### config.mk
export PLATFORM = sky130hd
export DESIGN_NAME = simd_fir_top
export DESIGN_NICKNAME = d
export VERILOG_FILES = /design/src/fir_pkg.sv /design/src/window_if.sv /design/src/coef_bank.sv /design/src/mac_tree.sv /design/src/simd_fir_top.sv /design/src/sliding_window.sv /design/src/window_sequencer.sv
export VERILOG_INCLUDE_DIRS = /design/src /design/src/src
export SDC_FILE = /design/constraint.sdc
export NUM_CORES = 2
export LEC_CHECK = 0
export BUFFER_PORTS_ARGS = -buffer_cell sky130_fd_sc_hd__buf_2
export CELL_PAD_IN_SITES_DETAIL_PLACEMENT = 1
export CELL_PAD_IN_SITES_GLOBAL_PLACEMENT = 1
export CORE_MARGIN = 2
export CORE_UTILIZATION = 45
export CTS_CLUSTER_SIZE = 14
export DETAILED_ROUTE_END_ITERATION = 10
export PLACE_DENSITY = 0.86
export SLEW_MARGIN = 0
export SYNTH_ARGS = -nofsm -noshare
export SYNTH_HDL_FRONTEND = slang
export SYNTH_SLANG_ARGS = --single-unit
export TNS_END_PERCENT = 30
### constraint.sdc
create_clock -name clock -period 6 [get_ports clock]
set_input_delay 0.6 -clock clock [delete_from_list [all_inputs] [get_ports clock]]
set_output_delay 0.6 -clock clock [all_outputs]
set_load 0.01 [all_outputs]
### src/fir_cfg.svh
// FIR configuration
// sample, coefficient and accumulator widths, and the lane count

`ifndef FIR_CFG_SVH
`define FIR_CFG_SVH

// one input sample
`define FIR_SAMPLE_WIDTH 16

// one coefficient
`define FIR_COEF_WIDTH 16

// samples per block, also the tap count
`define FIR_LANES 4

// product width plus two bits of growth for four lanes
`define FIR_ACC_WIDTH 34

`define FIR_COEF_ADDR_WIDTH 2

`endif

### src/fir_pkg.sv
// FIR types
// vector types shared by the window, the sequencer and the multiply-add tree

`default_nettype none

`include "fir_cfg.svh"

package fir_pkg;

    typedef logic [`FIR_SAMPLE_WIDTH-1:0]       sample_t;
    typedef logic [`FIR_COEF_WIDTH-1:0]         coef_t;
    typedef logic [`FIR_ACC_WIDTH-1:0]          acc_t;
    typedef logic [`FIR_COEF_ADDR_WIDTH-1:0]    coef_addr_t;

    // lane 0 is the oldest sample of a block
    typedef sample_t [`FIR_LANES-1:0]           block_t;
    // lane k weights the sample k reads old
    typedef coef_t [`FIR_LANES-1:0]             coef_vec_t;

    // samples left in the write window, 0 to LANES
    typedef logic [$clog2(`FIR_LANES+1)-1:0]    count_t;

    typedef enum logic {
        seq_empty,
        seq_stream
    } seq_state_t;

endpackage

`default_nettype wire

### src/window_if.sv
// Sliding window interface
// block loads and sample reads from the sequencer, read window out to the taps

`timescale 1ns/100ps
`default_nettype none

interface window_if
    import fir_pkg::*;
();

    // load strobe and its block
    logic   write;
    block_t block;

    // shift one sample into the read window
    logic   read;

    // read window, lane 0 newest
    block_t window;

    modport seq (
        output write,
        output block,
        output read
    );

    modport win (
        input  write,
        input  block,
        input  read,
        output window
    );

    modport tap (
        input  read,
        input  window
    );

endinterface

`default_nettype wire

### src/coef_bank.sv
// Coefficient bank
// one coefficient written per strobe, all of them presented in parallel

`timescale 1ns/100ps
`default_nettype none

`include "fir_cfg.svh"

module coef_bank
    import fir_pkg::*;
(
    input  wire             clock,
    input  wire             rst,
    input  wire             coef_write,
    input  wire coef_addr_t coef_addr,
    input  wire coef_t      coef_data,
    output coef_vec_t       coefs
);

    localparam int LANES = `FIR_LANES;

    // address decode, one enable per lane
    logic [LANES-1:0] lane_write;

    always_comb begin
        for (int k = 0; k < LANES; k++) begin
            lane_write[k] = coef_write && (coef_addr == coef_addr_t'(k));
        end
    end

    always_ff @(posedge clock) begin
        if (rst) begin
            coefs <= '0;
        end else begin
            for (int k = 0; k < LANES; k++) begin
                if (lane_write[k]) begin
                    coefs[k] <= coef_data;
                end
            end
        end
    end

endmodule

`default_nettype wire

### src/mac_tree.sv
// Multiply-add tree
// per-lane signed products and their sum, two register stages after the window

`timescale 1ns/100ps
`default_nettype none

`include "fir_cfg.svh"

module mac_tree
    import fir_pkg::*;
(
    input  wire             clock,
    input  wire             rst,
    window_if.tap           bus,
    input  wire coef_vec_t  coefs,
    output logic            y_valid,
    output acc_t            y
);

    localparam int LANES      = `FIR_LANES;
    localparam int PROD_WIDTH = `FIR_SAMPLE_WIDTH + `FIR_COEF_WIDTH;
    localparam int EXT_WIDTH  = `FIR_ACC_WIDTH - PROD_WIDTH;

    // window changed on the previous edge
    logic fresh;
    logic prod_valid;

    logic signed [PROD_WIDTH-1:0] prod [LANES];
    acc_t                         sum;

    // valid follows the data through both stages
    always_ff @(posedge clock) begin
        if (rst) begin
            fresh      <= 1'b0;
            prod_valid <= 1'b0;
            y_valid    <= 1'b0;
        end else begin
            fresh      <= bus.read;
            prod_valid <= fresh;
            y_valid    <= prod_valid;
        end
    end

    // stage 1, one product per lane
    always_ff @(posedge clock) begin
        if (fresh) begin
            for (int k = 0; k < LANES; k++) begin
                prod[k] <= $signed(bus.window[k]) * $signed(coefs[k]);
            end
        end
    end

    // sign-extended sum over all lanes
    always_comb begin
        sum = '0;
        for (int k = 0; k < LANES; k++) begin
            sum = sum + {{EXT_WIDTH{prod[k][PROD_WIDTH-1]}}, prod[k]};
        end
    end

    // stage 2
    always_ff @(posedge clock) begin
        if (prod_valid) begin
            y <= sum;
        end
    end

endmodule

`default_nettype wire

### src/simd_fir_top.sv
// SIMD FIR filter
// block-written samples through a sliding window into a multiply-add tree

`timescale 1ns/100ps
`default_nettype none

module simd_fir_top
    import fir_pkg::*;
(
    input  wire             clock,
    input  wire             rst,

    // sample blocks from the host
    input  wire             block_write,
    input  wire block_t     block_in,
    output logic            space,

    // coefficient writes
    input  wire             coef_write,
    input  wire coef_addr_t coef_addr,
    input  wire coef_t      coef_data,

    // one output per sample
    output logic            y_valid,
    output acc_t            y
);

    window_if   bus ();
    coef_vec_t  coefs;

    window_sequencer u_seq (
        .clock       (clock),
        .rst         (rst),
        .block_write (block_write),
        .block_in    (block_in),
        .space       (space),
        .bus         (bus.seq)
    );

    sliding_window u_window (
        .clock (clock),
        .rst   (rst),
        .bus   (bus.win)
    );

    coef_bank u_coefs (
        .clock      (clock),
        .rst        (rst),
        .coef_write (coef_write),
        .coef_addr  (coef_addr),
        .coef_data  (coef_data),
        .coefs      (coefs)
    );

    mac_tree u_mac (
        .clock   (clock),
        .rst     (rst),
        .bus     (bus.tap),
        .coefs   (coefs),
        .y_valid (y_valid),
        .y       (y)
    );

endmodule

`default_nettype wire

### src/sliding_window.sv
// Sliding window
// a write window takes whole blocks, a read window gains one sample per read

`timescale 1ns/100ps
`default_nettype none

`include "fir_cfg.svh"

module sliding_window
    import fir_pkg::*;
(
    input  wire     clock,
    input  wire     rst,
    window_if.win   bus
);

    localparam int LANES = `FIR_LANES;

    // lane 0 is the next sample to leave
    block_t write_window;
    // lane 0 is the newest sample read
    block_t read_window;

    // write window
    always_ff @(posedge clock) begin
        if (rst) begin
            write_window <= '0;
        end else if (bus.write) begin
            // a concurrent read takes lane 0 before it is overwritten
            write_window <= bus.block;
        end else if (bus.read) begin
            for (int i = 0; i < LANES - 1; i++) begin
                write_window[i] <= write_window[i+1];
            end
            write_window[LANES-1] <= '0;
        end
    end

    // read window ages by one lane per read
    always_ff @(posedge clock) begin
        if (rst) begin
            read_window <= '0;
        end else if (bus.read) begin
            read_window[0] <= write_window[0];
            for (int i = 1; i < LANES; i++) begin
                read_window[i] <= read_window[i-1];
            end
        end
    end

    assign bus.window = read_window;

endmodule

`default_nettype wire

### src/window_sequencer.sv
// Window sequencer
// holds one pending block and streams reads into the window without gaps

`timescale 1ns/100ps
`default_nettype none

`include "fir_cfg.svh"

module window_sequencer
    import fir_pkg::*;
(
    input  wire         clock,
    input  wire         rst,
    input  wire         block_write,
    input  wire block_t block_in,
    output logic        space,
    window_if.seq       bus
);

    localparam count_t FULL_COUNT = count_t'(`FIR_LANES);

    seq_state_t state;
    count_t     count;

    block_t     pending;
    logic       pending_full;

    logic       next_ready;
    block_t     next_block;
    logic       take;
    logic       store;

    // pending block first, else a block arriving this cycle goes straight through
    assign next_ready = pending_full || block_write;
    assign next_block = pending_full ? pending : block_in;

    // load when idle, or alongside the read of the last remaining sample
    always_comb begin
        case (state)
            seq_empty:  take = next_ready;
            seq_stream: take = next_ready && (count == count_t'(1));
            default:    take = 1'b0;
        endcase
    end

    // a host write is held unless it was taken directly
    assign store = block_write && (pending_full || !take);

    assign space     = !pending_full || take;
    assign bus.write = take;
    assign bus.block = next_block;
    assign bus.read  = (state == seq_stream);

    always_ff @(posedge clock) begin
        if (rst) begin
            pending_full <= 1'b0;
        end else begin
            pending_full <= (pending_full && !take) || store;
        end
    end

    always_ff @(posedge clock) begin
        if (store) begin
            pending <= block_in;
        end
    end

    always_ff @(posedge clock) begin
        if (rst) begin
            state <= seq_empty;
            count <= '0;
        end else begin
            case (state)
                seq_empty: begin
                    if (take) begin
                        state <= seq_stream;
                        count <= FULL_COUNT;
                    end
                end
                seq_stream: begin
                    if (take) begin
                        count <= FULL_COUNT;
                    end else if (count == count_t'(1)) begin
                        // last sample read, nothing waiting
                        state <= seq_empty;
                        count <= '0;
                    end else begin
                        count <= count - 1'b1;
                    end
                end
                default: begin
                    state <= seq_empty;
                end
            endcase
        end
    end

endmodule

`default_nettype wire

# After elaboration in Yosys (flattened, before gate mapping)
# Memory sizes are Yosys's and may differ from the RTL's.
# Cells that the tools add are included.
# word_totals
memories	1
ff_bits	298
output_inout_bits	36
ram_bits	128
word_cells	67
# mem_list
memory	depth	width	rd	rd_ports_with_merged_regs	wr	line_no	source
u_mac.prod	4	32	4	0	4	mac_tree.sv:28	logic signed [PROD_WIDTH-1:0] prod [LANES];
# op_classes
mul	4
n_eq_ne	5
bitwise_logic	1
reduce_logical	15
add_sub_neg	4
mux	14
# ops
op	n
two-way mux 64 bit	3
multiplier 16 x 16 -> 32 bit	4
adder 34 bit	2
adder 32 x 32 -> 33 bit	1
two-way mux 3 bit	3
logical AND 1 bit	7
one-hot mux 3 bit (2 select lines)	1
two-way mux 1 bit	5
equality test 2 bit (second input constant)	2
logical OR 1 bit	4
one-hot mux 1 bit (2 select lines)	2
equality test 3 x 1 -> 1 bit (second input constant)	1
subtractor 3 x 1 -> 3 bit (second input constant)	1
equality test 2 x 1 -> 1 bit (second input constant)	1
logical NOT 1 bit	2
logical NOT 2 bit	1
!= test 2 x 1 -> 1 bit (second input constant)	1
nonzero test 2 bit	1
NOT 1 bit	1

# Logic depth before layout (Yosys ltp)
# logic_depth
depth_word	7
mapped_depth	24

# Hierarchy
# Synthesis repeated with hierarchy kept, for this count alone.
# unflattened
hier_cells	5677
hier_area_um2	57848.0
# modules_own_cells
mod	cells_per_inst	area_per_inst_um2	instances	seq_area_each_um2
mac_tree	4785	47182.8	1	4924.7
sliding_window	491	5093.6	1	2562.5
window_sequencer	172	3021.6	1	2021.9
coef_bank	229	2549.9	1	1281.2

# Worst setup path after synthesis
# Ideal clock, no wire load.
# synth_timing
kind	register -> register
from	register u_window.read_window, in the netlist u_window.bus.window[15]
to	memory u_mac.prod[0][30] (netlist name), data pin
arrival_time_ps	6063
path_buffers	2
required_time_ps	5738
slack_ps	-326
path_stages_with_launch	23
setup_time_ps	262
synth_period_minus_slack_ps	6326
cell_sequence	dfxtp_1 clkbuf_1 clkbuf_1 nand2_1 inv_1 fa_1 fa_1 fa_1 fa_1 fa_1 inv_1 fa_1 inv_1 ha_1 a211oi_1 nand2_1 and3_1 a22o_1 a41o_1 o41a_1 a211oi_1 o21bai_1 xor2_1
# synth_rtl
item	line_no	source
start, declared	sliding_window.sv:22	block_t read_window;
start signal, assigned by index	sliding_window.sv:46	read_window[i] <= read_window[i-1];
end, declared	mac_tree.sv:28	

==> run_results.csv <==
group,metric,value,unit
run_status,status,"complete, but fails checks",
run_status,violations,"max-capacitance violations, max-slew violations, negative setup slack",
synthesis,yosysMostFrequentCell,"inv_1",
sta,skew,0.0716,ns
clock_tree,root_buffer,"clkbuf_16",
critical_path,critical_path_class,"flip-flop to flip-flop",
synthesis,synth_area_leaders,"fa_1, edfxtp_1, ha_1, inv_1, dfxtp_1",
final_layout,drive_gt1_frac,0.186,
placement,placedCellCount,8111,
placement,io_buffers,121,
synthesis,synth_warnings,0,
pwr,total_power,9890,µW
clock_tree,cts_htree_levels,2,
critical_path,cp_slowest_cell,"fa_2",
sta,fmax,135,MHz
synthesis,ys_seq_area_frac,0.186,
critical_path,critPathMaxFanout,9,
synthesis,ys_ff_latch,426,
synthesis,async_flop_share,0,
final_layout,final_area,0.0686,mm²
critical_path,timing.reg2reg.setup_slack,-1.40,ns
routing,wl_per_cell,32.1,µm
critical_path,r2r_start,"u_coefs.coefs[20]",
clock_tree,cts_buffer_depth,3,
placement,place_area,0.0642,mm²
critical_path,cp_top_family,"adder cells",
synthesis,synth_top_cell_by_area,"fa_1",
sta,period_minus_slack,7.40,ns
critical_path,endpoint_kind,"flip-flop",
clock_tree,cts_made_buffers,54,
synthesis,syn-cell-area,0.0580,mm²
hold_path,worstHoldEndpoint,"u_seq.pending[8]",
synthesis,synth_edf_count,226,
floorplan,start_util,0.454,
critical_path,cp.arrival,7.84,ns
critical_path,cpMostUsedCell,"fa_2",
routing,vias_per_cell,6.26,
clock_tree,ctsHoldBuffers,0,
clock_tree,clock_latency,0.75,ns
floorplan,die_y,363,µm
critical_path,r2r_cells,21,
hold_path,hold_path.class,"input port to flip-flop",
critical_path,cp_num_buf_inv,4,
routing,drtIter0Drc,6758,
sta,hold_ws,0.104,ns
placement,dp_hpwl,159000,µm
critical_path,path_cells,"and2_4 > fa_2 > inv_2 > fa_2 > fa_2 > inv_6 > fa_2 > fa_1 > inv_2 > fa_1 > inv_1 > ha_4 > and3_4 > a221o_1 > a21o_1 > a21oi_2 > o21ai_4 > a2111oi_4 > o31ai_4 > a21oi_2 > xnor2_1",
global_route,grt_pass1_vias,57100,
floorplan,num_rows,131,
critical_path,start_kind,"flip-flop",
global_route,antenna_found_initial,42,
sta,layout_setup_ws,-1.40,ns
critical_path,reg2reg_to,"u_mac.prod[1][30]",
synthesis,syn_nets,7581,
routing,drc,0,
final_layout,fin_nets,8130,
synthesis,synth_cell_type_count,79,
clock_tree,cts_tree,"built",
synthesis,synth_ff_type,"edfxtp_1",
global_route,grtUsageTotal,0.363,
sta,rsz0062_at_grt,"yes",
synthesis,synthCells,6018,
critical_path,required,6.43,ns
placement,gp_congestion,0.927,
synthesis,synth_top_area_share,0.374,
final_layout,finalNonFillerCells,8298,
hold_path,hold_start,"block_in[8]",
global_route,grt_max_degree,107,
hold_path,whs_path_depth,1,
run,drv_cap,1,
clock_tree,cts.clk_slew.worst_paths,0.08,ns
floorplan,core_area,0.128,mm²
critical_path,cpPeakStageDelay,0.78,ns
pwr,vdd_ir_drop_max,0.000250,V
routing,ant_nets,0,
routing,drtPass1Iterations,8,
sta,slew_viol_final,2,
floorplan,die_w,363,µm
sta,hold_viol,0,
pwr,p_per_area,144,mW/mm²
clock_tree,clock-sinks,426,
sta,relSlewSlack,-0.0576,
sta,final.period_utilization,1.23,
final_layout,area_delta_synth_final,18.1,%
synthesis,avgSynthCellArea,9.64,µm²
global_route,grt.overflow.total,0,
global_route,grt_pass1_wl,357000,µm
sta,finalSetupViolCount,70,
synthesis,yosys-top-cells-count,"inv_1, fa_1, nand2_1",
floorplan,ioPinCount,122,
pwr,p_leak,0.0341,µW
routing,routed_wl,266000,µm
floorplan,die_area,0.132,mm²
final_layout,utilization,0.537,
sta,worstMarginPinSlew,1.58,ns
routing,via_count,52000,
==> cell families (layout without fill, tap and decap cells) <==
kind of cell               Yosys count  after routing  share of synthesized area
other                                0             23                          0
buffers and inverters             1516           2111                     0.0981
and+or+nand+nor                   1638           1638                      0.134
xor gates and xnor gates           197            197                     0.0297
AOI/OAI and AO/OA                  636            636                     0.0714
adders and majority gates         1477           1477                      0.459
muxes                              128            128                     0.0221
DFF                                426            426                      0.186
==> through the flow <==
stage	TNS [ns]	setup WS (ns)
finish	-43.96	-1.40
CTS	-3.28	-0.264
global placement	-4.63	-0.378
detailed placement	-16.15	-0.623
floorplan	-0.00523	-0.00273
global route	-42.00	-1.31
==> report_power, final <==
| part | leakage [µW] | internal (µW) | switching (µW) |
|---|---|---|---|
| registers | 0.00381 | 3280 | 167 |
| clock network | 0.000921 | 2090 | 1710 |
| logic | 0.0293 | 939 | 1700 |
==> how the worst max path moves through the flow <==
stage | cells after the start | end | slack (ns) | startpoint
after floorplan | 22 | u_mac.prod[0][30] | -0.003 | u_window.bus.window[15]
after global placement | 21 | u_mac.prod[2][31] | -0.38 | u_window.bus.window[39]
after global routing | 23 | u_mac.prod[1][30] | -1.31 | u_window.bus.window[21]
after detailed placement | 22 | u_mac.prod[1][31] | -0.62 | u_coefs.coefs[19]
final | 21 | u_mac.prod[1][30] | -1.40 | u_coefs.coefs[20]
after CTS | 21 | u_mac.prod[1][28] | -0.26 | u_window.bus.window[20]
==> routing by layer <==
metal	global-route usage	vias up	wire length (µm)
met5	0.00290	-	374
met4	0.305	44	31100
met3	0.119	2177	35100
met2	0.584	4562	117000
met1	0.387	25700	82400
li1	-	19500	-
==> what timing repair did <==
item | CTS | global route
pin swaps | 178 | 105
setup buffers | 42 | 22
setup endpoints to repair | 65 | 73
resized for setup | 374 | 149
==> layout by cell type, fill, tap and decap left out, types with 12 or more instances in the layout <==
| cell | instances |
|---|---|
| inv_1 | 1263 |
| fa_1 | 1032 |
| nand2_1 | 642 |
| buf_4 | 516 |
| and2_1 | 481 |
| ha_1 | 358 |
| nor2_1 | 313 |
| edfxtp_1 | 226 |
| a21oi_1 | 218 |
| mux2i_1 | 128 |
| xnor2_1 | 126 |
| buf_2 | 120 |
| dfxtp_1 | 94 |
| a21o_1 | 70 |
| dfxtp_2 | 61 |
| o21ai_0 | 60 |
| clkbuf_16 | 54 |
| xor2_1 | 52 |
| fa_2 | 51 |
| a211oi_1 | 49 |
| dfxtp_4 | 45 |
| buf_6 | 42 |
| nand2b_1 | 36 |
| inv_2 | 36 |
| a21oi_2 | 35 |
| ha_4 | 32 |
| o21a_1 | 30 |
| buf_12 | 28 |
| o21ai_1 | 25 |
| diode_2 | 23 |
| nand3_1 | 23 |
| and2_4 | 23 |
| o21bai_1 | 21 |
| nor2b_1 | 16 |
| and3_1 | 15 |
| xnor2_2 | 12 |
| a221oi_1 | 12 |
==> worst reg2reg max path, cell delays in order (launching register included) <==
cell       delay [ns]
dfxtp_4          0.40
and2_4           0.21
fa_2             0.73
inv_2            0.11
fa_2             0.62
fa_2             0.78
inv_6            0.12
fa_2             0.42
fa_1             0.53
inv_2            0.06
fa_1             0.40
inv_1            0.29
ha_4             0.28
and3_4           0.20
a221o_1          0.48
a21o_1           0.25
a21oi_2          0.24
o21ai_4          0.14
a2111oi_4        0.44
o31ai_4          0.11
a21oi_2          0.19
xnor2_1          0.11
==> sequential cells by signal, indices dropped and copies added, names as in the netlist <==
register	flops
u_seq.pending_full	1
u_mac.prod_valid	1
u_window.bus.window	64
u_mac.y_valid	1
u_seq.pending	64
u_seq.count	3
u_mac.y	34
u_coefs.coefs	64
u_window.write_window	64
u_seq.bus.read	1
u_mac.fresh	1
u_mac.prod	128
==> area by class of cell <==
| type | instances | area (µm²) |
|---|---|---|
| flip-flops and latches | 426 | 11000 |
| clock buffers | 69 | 1470 |
| clock inverters | 33 | 442 |
| fillers | 14000 | 59100 |
| multi-input cells | 4076 | 43000 |
| diodes | 23 | 57.6 |
| well taps | 1662 | 2080 |
| inverters | 1300 | 4880 |
| repair buffers | 709 | 5550 |
(Power assumes the default switching activity.)
